### src/common/i2c_host_pkg.sv
`default_nettype none

// types and constants shared by the i2c host sequencer blocks
package i2c_host_pkg;

	typedef logic [2:0]  wb_adr_t;     // core register select
	typedef logic [7:0]  wb_byte_t;    // one bus data byte
	typedef logic [15:0] prescale_t;   // scl prescale value
	typedef logic [6:0]  slave_addr_t; // 7-bit i2c address
	typedef logic [3:0]  byte_cnt_t;   // byte count / length

	// control word from the host memory, msb first
	typedef struct packed {
		prescale_t   prescale;     // [31:16]
		logic        unused;       // [15]
		byte_cnt_t   length;       // [14:11] data bytes for a write
		slave_addr_t slave_addr;   // [10:4]
		logic        set_prescale; // [3]
		logic        wr;           // [2]
		logic        rd;           // [1] not handled
		logic        start;        // [0]
	} ctrl_word_t;

	// bus access asked for by the sequencer in one cycle
	typedef enum logic [3:0] {
		REQ_NONE,
		REQ_ADDR,
		REQ_DATA,
		REQ_CMD_START_WRITE,
		REQ_CMD_RESTART,
		REQ_CMD_STOP,
		REQ_STATUS,
		REQ_PRESC_LO,
		REQ_PRESC_HI,
		REQ_RELEASE
	} req_kind_t;

	typedef enum logic [1:0] {
		CNT_HOLD,
		CNT_CLEAR,
		CNT_LOADED_INC,
		CNT_SENT_INC
	} cnt_op_t;

	typedef enum logic [3:0] {
		S_IDLE,
		S_ADDR,      // put slave address on the bus
		S_LOAD,      // fill the write fifo
		S_START_ACK, // start-write or restart in flight
		S_BUSY_HI,   // poll until core goes busy
		S_BUSY_LO,   // poll until byte done
		S_STOP,      // final stop in flight
		S_ABORT,     // stop after missed ack
		S_PRESC_LO,
		S_PRESC_HI,
		S_PRESC_REL,
		S_DONE
	} seq_state_t;

	// core register map
	localparam wb_adr_t REG_STATUS   = 3'd0;
	localparam wb_adr_t REG_ADDR     = 3'd2;
	localparam wb_adr_t REG_CMD      = 3'd3;
	localparam wb_adr_t REG_DATA     = 3'd4;
	localparam wb_adr_t REG_PRESC_LO = 3'd6;
	localparam wb_adr_t REG_PRESC_HI = 3'd7;

	// command register values
	localparam wb_byte_t CMD_START_WRITE = 8'h05; // start + write
	localparam wb_byte_t CMD_RESTART     = 8'h04;
	localparam wb_byte_t CMD_STOP        = 8'h10;

	// status register bits
	localparam int STAT_BUSY     = 0;
	localparam int STAT_MISS_ACK = 3;

endpackage

`default_nettype wire

### src/rtl/i2c_seq/i2c_seq_fsm.sv
`timescale 1ns/1ps
`default_nettype none

// command fsm
// walks through the core register accesses for set-prescale and write,
// one bus request per ack, polling status between bytes
module i2c_seq_fsm
	import i2c_host_pkg::*;
(
	input  logic       clk,
	input  logic       nrst,
	input  ctrl_word_t ctrl_i,       // level, decoded in idle only
	input  logic       ack_i,        // from the core
	input  wb_byte_t   status_i,     // core read data
	input  logic       all_loaded_i, // every byte in the write fifo
	input  logic       all_sent_i,   // every byte went busy
	output req_kind_t  req_o,        // registered by the driver
	output cnt_op_t    cnt_op_o,
	output logic       capture_o,    // latch control and data words
	output logic       done_o,
	output logic       busy_o
);

	seq_state_t state;
	seq_state_t state_nxt;
	logic       stat_busy; // core transferring a byte
	logic       stat_miss; // slave did not ack

	assign stat_busy = status_i[STAT_BUSY];
	assign stat_miss = status_i[STAT_MISS_ACK];

	always_ff @(posedge clk) begin
		if (!nrst) begin
			state <= S_IDLE;
		end else begin
			state <= state_nxt;
		end
	end

	always_comb begin
		state_nxt = state;
		req_o     = REQ_NONE;
		cnt_op_o  = CNT_HOLD;
		capture_o = 1'b0;

		case (state)
			S_IDLE: begin
				// wr wins over set_prescale, rd alone is dropped
				if (ctrl_i.start && ctrl_i.wr) begin
					capture_o = 1'b1;
					cnt_op_o  = CNT_CLEAR;
					state_nxt = S_ADDR;
				end else if (ctrl_i.start && ctrl_i.set_prescale) begin
					capture_o = 1'b1;
					cnt_op_o  = CNT_CLEAR;
					state_nxt = S_PRESC_LO;
				end
			end

			S_ADDR: begin
				req_o     = REQ_ADDR; // captured address now valid
				state_nxt = S_LOAD;
			end

			S_LOAD: begin
				if (ack_i) begin
					if (!all_loaded_i) begin
						// next fifo byte, stay here
						req_o    = REQ_DATA;
						cnt_op_o = CNT_LOADED_INC;
					end else begin
						req_o     = REQ_CMD_START_WRITE;
						state_nxt = S_START_ACK;
					end
				end
			end

			// start-write or restart acked, begin polling
			S_START_ACK: begin
				if (ack_i) begin
					req_o     = REQ_STATUS;
					state_nxt = S_BUSY_HI;
				end
			end

			S_BUSY_HI: begin
				if (ack_i) begin
					if (stat_busy) begin
						// byte is on the wire
						req_o     = REQ_STATUS;
						cnt_op_o  = CNT_SENT_INC;
						state_nxt = S_BUSY_LO;
					end else if (stat_miss) begin
						req_o     = REQ_CMD_STOP; // give up early
						state_nxt = S_ABORT;
					end else begin
						req_o = REQ_STATUS; // not started yet
					end
				end
			end

			S_BUSY_LO: begin
				if (ack_i) begin
					if (stat_busy) begin
						req_o = REQ_STATUS;
					end else if (stat_miss) begin
						req_o     = REQ_CMD_STOP;
						state_nxt = S_ABORT;
					end else if (all_sent_i) begin
						req_o     = REQ_CMD_STOP; // last byte done
						state_nxt = S_STOP;
					end else begin
						req_o     = REQ_CMD_RESTART;
						state_nxt = S_START_ACK;
					end
				end
			end

			S_STOP: begin
				if (ack_i) begin
					req_o     = REQ_RELEASE;
					state_nxt = S_DONE;
				end
			end

			// no done after a missed ack
			S_ABORT: begin
				if (ack_i) begin
					req_o     = REQ_RELEASE;
					state_nxt = S_IDLE;
				end
			end

			// prescale writes go out back to back, acks ignored
			S_PRESC_LO: begin
				req_o     = REQ_PRESC_LO;
				state_nxt = S_PRESC_HI;
			end

			S_PRESC_HI: begin
				req_o     = REQ_PRESC_HI;
				state_nxt = S_PRESC_REL;
			end

			S_PRESC_REL: begin
				req_o     = REQ_RELEASE;
				state_nxt = S_DONE;
			end

			S_DONE: begin
				state_nxt = S_IDLE; // one cycle only
			end

			default: begin
				state_nxt = S_IDLE;
			end
		endcase
	end

	assign done_o = (state == S_DONE);

	// write path only, prescale stays quiet
	assign busy_o = state inside {S_ADDR, S_LOAD, S_START_ACK, S_BUSY_HI,
		S_BUSY_LO, S_STOP, S_ABORT};

endmodule

`default_nettype wire

### src/rtl/i2c_seq/i2c_byte_counter.sv
`timescale 1ns/1ps
`default_nettype none

// loaded and sent byte counts against the captured write length
module i2c_byte_counter
	import i2c_host_pkg::*;
#(
	parameter int DATA_BYTES = 4
) (
	input  logic      clk,
	input  logic      nrst,
	input  cnt_op_t   cnt_op_i,
	input  logic      capture_i,
	input  byte_cnt_t length_i,     // raw field from the control word
	output logic      all_loaded_o,
	output logic      all_sent_o
);

	localparam byte_cnt_t MAX_LEN = byte_cnt_t'(DATA_BYTES);

	byte_cnt_t len;         // clamped length
	byte_cnt_t len_clamped;
	byte_cnt_t loaded_cnt;  // bytes pushed into the write fifo
	byte_cnt_t sent_cnt;    // bytes the core started

	// keep the length inside 1..DATA_BYTES
	always_comb begin
		if (length_i == '0) begin
			len_clamped = byte_cnt_t'(1); // zero sends one byte
		end else if (length_i > MAX_LEN) begin
			len_clamped = MAX_LEN;
		end else begin
			len_clamped = length_i;
		end
	end

	always_ff @(posedge clk) begin
		if (!nrst) begin
			len        <= byte_cnt_t'(1);
			loaded_cnt <= '0;
			sent_cnt   <= '0;
		end else begin
			if (capture_i) begin
				len <= len_clamped;
			end
			case (cnt_op_i)
				CNT_CLEAR: begin
					loaded_cnt <= '0;
					sent_cnt   <= '0;
				end
				CNT_LOADED_INC: loaded_cnt <= loaded_cnt + 1'b1;
				CNT_SENT_INC:   sent_cnt   <= sent_cnt + 1'b1;
				default: ;      // hold
			endcase
		end
	end

	assign all_loaded_o = (loaded_cnt == len);
	assign all_sent_o   = (sent_cnt == len);

endmodule

`default_nettype wire

### src/rtl/wb_req_driver.sv
`timescale 1ns/1ps
`default_nettype none

// registered bus master side
// turns a request kind into adr/dat/we with a one-cycle stb
module wb_req_driver
	import i2c_host_pkg::*;
#(
	parameter int DATA_BYTES = 4
) (
	input  logic                    clk,
	input  logic                    nrst,
	input  req_kind_t               req_i,
	input  logic                    capture_i,
	input  ctrl_word_t              ctrl_i,
	input  logic [DATA_BYTES*8-1:0] data_i,
	output wb_adr_t                 wbm_adr_o,
	output wb_byte_t                wbm_dat_o,
	output logic                    wbm_we_o,
	output logic                    wbm_stb_o,
	output logic                    wbm_cyc_o
);

	// one bus access as it goes out
	typedef struct packed {
		wb_adr_t  adr;
		wb_byte_t dat;
		logic     we;
	} bus_word_t;

	slave_addr_t             slave_addr; // latched on capture
	prescale_t               prescale;
	logic [DATA_BYTES*8-1:0] tx_buf;     // byte 0 is next to send
	bus_word_t               word;

	// request kind to register, byte and direction
	always_comb begin
		word = '0;
		case (req_i)
			REQ_ADDR: begin
				word.adr = REG_ADDR;
				word.dat = {1'b0, slave_addr};
				word.we  = 1'b1;
			end
			REQ_DATA: begin
				word.adr = REG_DATA;
				word.dat = tx_buf[7:0];
				word.we  = 1'b1;
			end
			REQ_CMD_START_WRITE: begin
				word.adr = REG_CMD;
				word.dat = CMD_START_WRITE;
				word.we  = 1'b1;
			end
			REQ_CMD_RESTART: begin
				word.adr = REG_CMD;
				word.dat = CMD_RESTART;
				word.we  = 1'b1;
			end
			REQ_CMD_STOP: begin
				word.adr = REG_CMD;
				word.dat = CMD_STOP;
				word.we  = 1'b1;
			end
			REQ_STATUS:   word.adr = REG_STATUS; // read, we stays low
			REQ_PRESC_LO: begin
				word.adr = REG_PRESC_LO;
				word.dat = prescale[7:0];
				word.we  = 1'b1;
			end
			REQ_PRESC_HI: begin
				word.adr = REG_PRESC_HI;
				word.dat = prescale[15:8];
				word.we  = 1'b1;
			end
			default: ; // none or release, all zero
		endcase
	end

	always_ff @(posedge clk) begin
		if (!nrst) begin
			wbm_adr_o <= '0;
			wbm_dat_o <= '0;
			wbm_we_o  <= 1'b0;
			wbm_stb_o <= 1'b0;
			wbm_cyc_o <= 1'b0;
		end else begin
			case (req_i)
				REQ_NONE: wbm_stb_o <= 1'b0; // cyc and the rest held
				REQ_RELEASE: begin
					{wbm_adr_o, wbm_dat_o, wbm_we_o} <= '0;
					wbm_stb_o <= 1'b0;
					wbm_cyc_o <= 1'b0;
				end
				default: begin
					{wbm_adr_o, wbm_dat_o, wbm_we_o} <= word;
					wbm_stb_o <= 1'b1; // single cycle strobe
					wbm_cyc_o <= 1'b1;
				end
			endcase
		end
	end

	always_ff @(posedge clk) begin
		if (capture_i) begin
			slave_addr <= ctrl_i.slave_addr;
			prescale   <= ctrl_i.prescale;
			tx_buf     <= data_i;
		end else if (req_i == REQ_DATA) begin
			tx_buf <= tx_buf >> 8; // next byte down, zero fill
		end
	end

endmodule

`default_nettype wire

### src/rtl/i2c_host_top.sv
`timescale 1ns/1ps
`default_nettype none

// i2c host sequencer, drives the register bus of a byte-oriented i2c master core
module i2c_host_top
	import i2c_host_pkg::*;
#(
	parameter int DATA_BYTES = 4 // width of the data word in bytes
) (
	input  logic                    clk,
	input  logic                    nrst,

	// host side
	input  ctrl_word_t              ctrl_i,
	input  logic [DATA_BYTES*8-1:0] data_i,  // lsb byte goes out first
	output logic                    done_o,
	output logic                    busy_o,

	// bus to the i2c master core
	output wb_adr_t                 wbm_adr_o,
	output wb_byte_t                wbm_dat_o,
	input  wb_byte_t                wbm_dat_i,
	output logic                    wbm_we_o,
	output logic                    wbm_stb_o,
	input  logic                    wbm_ack_i,
	output logic                    wbm_cyc_o
);

	req_kind_t req;        // request for this cycle
	cnt_op_t   cnt_op;
	logic      capture;    // command accepted in idle
	logic      all_loaded;
	logic      all_sent;

	// sequencer, the only block that sees ack and read data
	i2c_seq_fsm i_i2c_seq_fsm (
		.clk          (clk),
		.nrst         (nrst),
		.ctrl_i       (ctrl_i),
		.ack_i        (wbm_ack_i),
		.status_i     (wbm_dat_i),
		.all_loaded_i (all_loaded),
		.all_sent_i   (all_sent),
		.req_o        (req),
		.cnt_op_o     (cnt_op),
		.capture_o    (capture),
		.done_o       (done_o),
		.busy_o       (busy_o)
	);

	i2c_byte_counter #(
		.DATA_BYTES (DATA_BYTES)
	) i_i2c_byte_counter (
		.clk          (clk),
		.nrst         (nrst),
		.cnt_op_i     (cnt_op),
		.capture_i    (capture),
		.length_i     (ctrl_i.length),
		.all_loaded_o (all_loaded),
		.all_sent_o   (all_sent)
	);

	// registered bus side
	wb_req_driver #(
		.DATA_BYTES (DATA_BYTES)
	) i_wb_req_driver (
		.clk       (clk),
		.nrst      (nrst),
		.req_i     (req),
		.capture_i (capture),
		.ctrl_i    (ctrl_i),
		.data_i    (data_i),
		.wbm_adr_o (wbm_adr_o),
		.wbm_dat_o (wbm_dat_o),
		.wbm_we_o  (wbm_we_o),
		.wbm_stb_o (wbm_stb_o),
		.wbm_cyc_o (wbm_cyc_o)
	);

endmodule

`default_nettype wire

### config.mk
export PLATFORM = sky130hd
export DESIGN_NAME = i2c_host_top
export DESIGN_NICKNAME = d
export VERILOG_FILES = /design/src/common/i2c_host_pkg.sv /design/src/rtl/i2c_seq/i2c_seq_fsm.sv /design/src/rtl/i2c_seq/i2c_byte_counter.sv /design/src/rtl/wb_req_driver.sv /design/src/rtl/i2c_host_top.sv
export SDC_FILE = /design/constraint.sdc
export NUM_CORES = 1
export LEC_CHECK = 0
export ABC_AREA = 1
export BUFFER_PORTS_ARGS = -buffer_cell sky130_fd_sc_hd__buf_2
export CAP_MARGIN = 40
export CORE_MARGIN = 2
export CORE_UTILIZATION = 58
export DETAILED_ROUTE_END_ITERATION = 8
export PLACE_DENSITY = 0.85
export SLEW_MARGIN = 20
export SYNTH_ARGS = -nofsm -noshare
export SYNTH_HDL_FRONTEND = slang
export SYNTH_SLANG_ARGS = --single-unit
### constraint.sdc
create_clock -name clk -period 4.2 [get_ports clk]
set_input_delay 0.21 -clock clk [delete_from_list [all_inputs] [get_ports clk]]
set_output_delay 0.21 -clock clk [all_outputs]
set_load 0.05 [all_outputs]
* Word-level counts from Yosys, hierarchy flattened *
Cells that the tools add are included.

cells by class
  order comparisons = 1
  multiplexer cells = 50
  add/sub/neg operators = 2
  equal/unequal tests = 34
  reduce and logical (&&, ||, !) cells = 13

operators by type and width
  kind                                            count
  2-to-1 mux 4 bit                                22
  2-to-1 mux 32 bit                               2
  case mux 9 bit (7 select lines)                 1
  case mux 4 bit (11 select lines)                1
  case mux 4 bit (9 select lines)                 1
  == test 4 x 3 -> 1 bit (second input constant)  7
  == test 4 bit (second input constant)           6
  == test 4 x 2 -> 1 bit (second input constant)  4
  case mux 4 bit (2 select lines)                 2
  case mux 8 bit (2 select lines)                 1
  case mux 3 bit (5 select lines)                 1
  != test 2 bit (second input constant)           7
  zero test 4 bit                                 3
  2-to-1 mux 2 bit                                6
  AND reduction 10 bit                            1
  adder 4 x 1 -> 4 bit (second input constant)    2
  == test 4 x 1 -> 1 bit (second input constant)  2
  == test 4 bit                                   2
  2-to-1 mux 1 bit                                7
  nonzero test 7 bit                              1
  2-to-1 mux 3 bit                                2
  case mux 2 bit (3 select lines)                 1
  case mux 3 bit (2 select lines)                 1
  nonzero test 2 bit                              3
  other kinds (10)                                14

storage, ports and cells
  input port bits = 75
  register bits after elaboration = 85
  output and inout bits = 16

* Depth between registers and ports, before layout *
  depth after elaboration = 10
  gate-level depth with buffers = 12
  mapped depth without buffers = 12

* Cells and area by module *
From an unflattened synthesis, not the netlist that was laid out.

second synthesis, totals
  cells, all modules = 495
  area, all modules = 4145.2 µm²

modules (own cells, without submodules)
  module            area each (µm²)  instances  cells each  seq. area each (µm²)
  wb_req_driver     2916.5           1          303         1931.9
  i2c_byte_counter  653.1            1          87          240.2
  i2c_seq_fsm       575.6            1          105         80.1

* Worst setup path after synthesis *
No wires, ideal clock.

  kind = register to register
  start = reg i_i2c_seq_fsm.state[2]
  end = reg i_wb_req_driver.tx_buf[0], enable pin
  arrival time = 1.709 ns
  period minus slack after synthesis = 2.187 ns
  cell stages (with the launch flop) = 6
  path buffers = 2
  slack = 2.013 ns
  library setup time = 0.478 ns
  required time = 3.722 ns
  cell sequence = dfxtp_1 > nor2_2 > nand3_1 > buf_2 > buf_1 > nand2_1

between the ends
  longest elaborated chain between the ends = 5
  elaborated cells on any way between the ends = 16
  classes of those cells = eq/ne: 11; mux: 2; reduce/logical: 3

RTL lines
  what                                   line                  text
  start, declared                        i2c_seq_fsm.sv:24     seq_state_t state;
  start signal, assigned                 i2c_seq_fsm.sv:36     state <= state_nxt;
  == test 4 x 3 -> 1 bit                 i2c_seq_fsm.sv:46     case (state)
  OR reduction 2 bit (no source line)    -
  case mux 4 bit (9 select lines)        i2c_seq_fsm.sv:46
  == test 4 x 2 -> 1 bit                 wb_req_driver.sv:109  end else if (req_i == REQ_DATA) begin
  nonzero test 2 bit (no source line) *  -
  end signal, assigned                   wb_req_driver.sv:108  tx_buf <= data_i;
  end signal, assigned                   wb_req_driver.sv:110  tx_buf <= tx_buf >> 8;
  end, declared                          wb_req_driver.sv:33   logic [DATA_BYTES*8-1:0] tx_buf;

Mark *: on every way between the ends. The rest lies on a longest branch, timed or not.
A chain may end at the register's enable or synchronous reset.

* Worst setup path after layout *
  start = reg i_i2c_seq_fsm.state[2]
  end = reg i_wb_req_driver.tx_buf[6], data pin

between the ends
  longest elaborated chain between the ends = 3

RTL lines
  what               line                  text
  zero test 4 bit    i2c_seq_fsm.sv:46
  2-to-1 mux 1 bit   i2c_seq_fsm.sv:46
  2-to-1 mux 32 bit  wb_req_driver.sv:105  if (capture_i) begin

No other way between the ends.

==> summary.md <==
| Metric | Value |
|---|---|
| Status | `finished clean` |
| Critical Path AT | `2.83 ns` |
| Vias in the first global route | `3128` |
| CTS max path bufs | `2` |
| I/O pin count | `91` |
| Commonest cells post-synth | `nand2_1, edfxtp_1, inv_1` |
| Clock latency on the worst-skew pair | `0.35 ns` |
| Slew Viols, Final | `0` |
| PwrDens | `741 nW/um^2` |
| Fillers | `530` |
| Final worst-path cycle share | `64.6%` |
| Crit. End Element | `flip-flop` |
| Nets | `628` |
| Tmin final | `2.71 ns` |
| Routed len/inst | `13.4 um` |
| Hold Path Stages | `1` |
| Clk slew on worst S/H paths | `0.09 ns` |
| Total track usage | `23.2%` |
| Syn Inst Count | `462` |
| Net Count, Synth | `541` |
| Chip Height | `86.6 um` |
| Vias post-DR | `3390` |
| Area grow syn2layout | `17.3%` |
| Final Hold Violating Endpoints | `0` |
| DP Area | `4450 um^2` |
| Fmax | `368 MHz` |
| R2R Setup Slk | `1.49 ns` |
| Hold_buf cts | `0` |
| Fraction of registers with async set/reset | `0%` |
| Final worst slack | `1.49 ns` |
| Top-count cell post-synth | `nand2_1` |
| Row cnt | `30` |
| Number of routed nets with antenna violations | `0` |
| Sequential area share after synthesis | `56.9%` |
| Worst Max-Slew Pin Slew | `0.736 ns` |
| Critical Path RT | `4.31 ns` |
| Chip width | `86.6 um` |
| # setup viols final | `0` |
| IO Port Bufs | `82` |
| Type of the most critical hold path | `in2reg` |
| Grt met1 use | `28.5%` |
| Core area | `6680 um^2` |
| Flops & latches, synth | `85` |
| Grt met2 use | `40.3%` |
| Mapped cell area | `3960 um^2` |
| Post-synth EDFFs | `55` |
| Post-CTS Repair Setup Buffers | `0` |
| Residual DRC | `0` |
| Top Usage Layer GRT | `met2` |
| GRT overflow | `0` |
| CTS tree | `yes` |
| Max_slew headroom | `50.6%` |
| Via/cell ratio | `5.35` |
| 1st-pass router iterations | `7` |
| Leading area contributor after synthesis | `edfxtp_1` |
| Final Instance Area | `4640 um^2` |
| Largest cells by area after synthesis | `edfxtp_1, nand2_1, dfxtp_1` |
| Cts repair resizes | `0` |
| Die ar. | `7500 um^2` |
| CTS buffer count | `9` |
| Routed wire length | `8520 um` |
| Pre-CTS WS | `1.51 ns` |
| Setup TNS Final | `0 ns` |
| Initial antenna violation count | `0` |
| H-tree level count | `3` |
| RSZ-0062 raised after global routing | `no` |
| Yosys cell types | `28` |
| Ys Warns | `0` |
| First DRT Iteration DRCs | `239` |
| Max Cap Violations | `0` |
| Multi-input gate area | `1480 um^2` |
| Critical path class | `reg2reg` |
| Antenna fix cells | `0` |
| FF+latch area | `2250 um^2` |
| Largest net degree at the start of global routing | `39` |
| GPL Wtd Cong | `0.917` |
| Starting Density | `59.3%` |
| Leakage | `2.19 nW` |
| Grt met3 use | `4.38%` |
| Synth top area share | `41.7%` |
| First-pass GRT wire length | `13600 um` |
| Root buffer cell | `clkbuf_8` |
| Share of cells above drive strength 1 | `21.5%` |
| Mean Syn Cell Area | `8.57 um^2` |
| Skew final | `0.00896 ns` |
| Worst Reg-to-Reg Cells | `7` |
| Post-DP HPWL | `6140 um` |
| IR drop worst, VDD | `374 uV` |
| Critical path launch point type | `flip-flop` |
| Clock Sinks | `85` |
| Critical-path maximum fanout | `38` |
| Post-synth top flop | `edfxtp_1` |
## worst paths after layout
kind / from / end
max: i_i2c_seq_fsm.state[2] / i_wb_req_driver.tx_buf[6]
min: ctrl_i[5] / i_wb_req_driver.slave_addr[1]
max reg2reg: i_i2c_seq_fsm.state[2] / i_wb_req_driver.tx_buf[6]
min reg2reg: i_wb_req_driver.wbm_cyc_o / i_wb_req_driver.wbm_cyc_o
## worst max-delay path: stages (launching register included)
cell and delay [ns]:
dfxtp_1 0.49, nor2_2 0.13, nand3_1 0.10, buf_4 0.36, clkinv_1 0.71, buf_4 0.49, nand2_1 0.12, nand2_1 0.06
## stage by stage
| stage | instances | power, mW | hold slack, ns | utilization (%) |
|---|---|---|---|---|
| 6_report | 634 | 3.44 | 0.0247 | 69.5 |
| 5_1_grt | 634 | 3.67 | 0.0136 | 69.5 |
| 4_1_cts | 634 | 3.45 | 0.0196 | 69.5 |
| 3_5_place_dp | 618 | 2.89 | 0.389 | 66.7 |
| 3_3_place_gp | 618 | 2.83 | 0.388 | 66.7 |
| 2_1_floorplan | 462 | 2.53 | 0.309 | - |
## cell usage in the layout (no fill, tap or decap), drive strengths merged
cell	netlist	layout
nand2	177	177
dfxtp	30	30
o211ai	1	1
a311oi	1	1
a211oi	3	3
buf	4	85
edfxtp	55	55
inv	48	51
o31ai	1	1
nor3	10	10
clkbuf	5	10
a22o	5	5
nor2	44	44
nand3	20	20
ha	4	4
a21oi	22	22
clkinvlp	0	2
o2bb2ai	4	4
nor3b	1	1
clkinv	3	4
nand4	16	16
o21ai	8	8
## state kept, by name, summed over array words and instances (netlist names)
register                       flops
i_wb_req_driver.slave_addr         7
i_i2c_byte_counter.len             4
i_i2c_byte_counter.sent_cnt        4
i_i2c_byte_counter.loaded_cnt      4
i_wb_req_driver.wbm_dat_o          8
i_wb_req_driver.wbm_cyc_o          1
i_wb_req_driver.tx_buf            32
i_wb_req_driver.wbm_stb_o          1
i_wb_req_driver.wbm_we_o           1
i_wb_req_driver.wbm_adr_o          3
i_i2c_seq_fsm.state                4
i_wb_req_driver.prescale          16
## power breakdown
group | switching [mW] | total, mW | leakage [nW] | internal [mW]
combinational | 1.03 | 1.43 | 1.33 | 0.402
clock | 0.317 | 0.558 | 0.0914 | 0.240
sequential | 0.134 | 1.45 | 0.772 | 1.32
total | 1.48 | 3.44 | 2.19 | 1.96
## layer usage
| layer | part of all wire (%) | up-vias |
|---|---|---|
| li1 | - | 1703 |
| met1 | 41 | 1548 |
| met2 | 51 | 124 |
| met3 | 6.4 | 15 |
| met4 | 1.7 | 0 |
| met5 | 0 | - |
## cells by family after synthesis
family	synth area share, %
fa+ha+maj	1.26
flops	56.9
compound gates	6.95
simple gates	29.1
buf+inv	5.78
## final cells by class
cell class,count,area share [%]
Sequential cell,85,48.5
Inverter,51,4.12
Timing Repair Buffer,85,9.32
Multi-Input combinational cell,317,31.8
Clock inverter,6,1.13
Clock buffer,10,2.96
Tap cell,80,2.16
No activity file was read; power rests on OpenSTA's default activity.
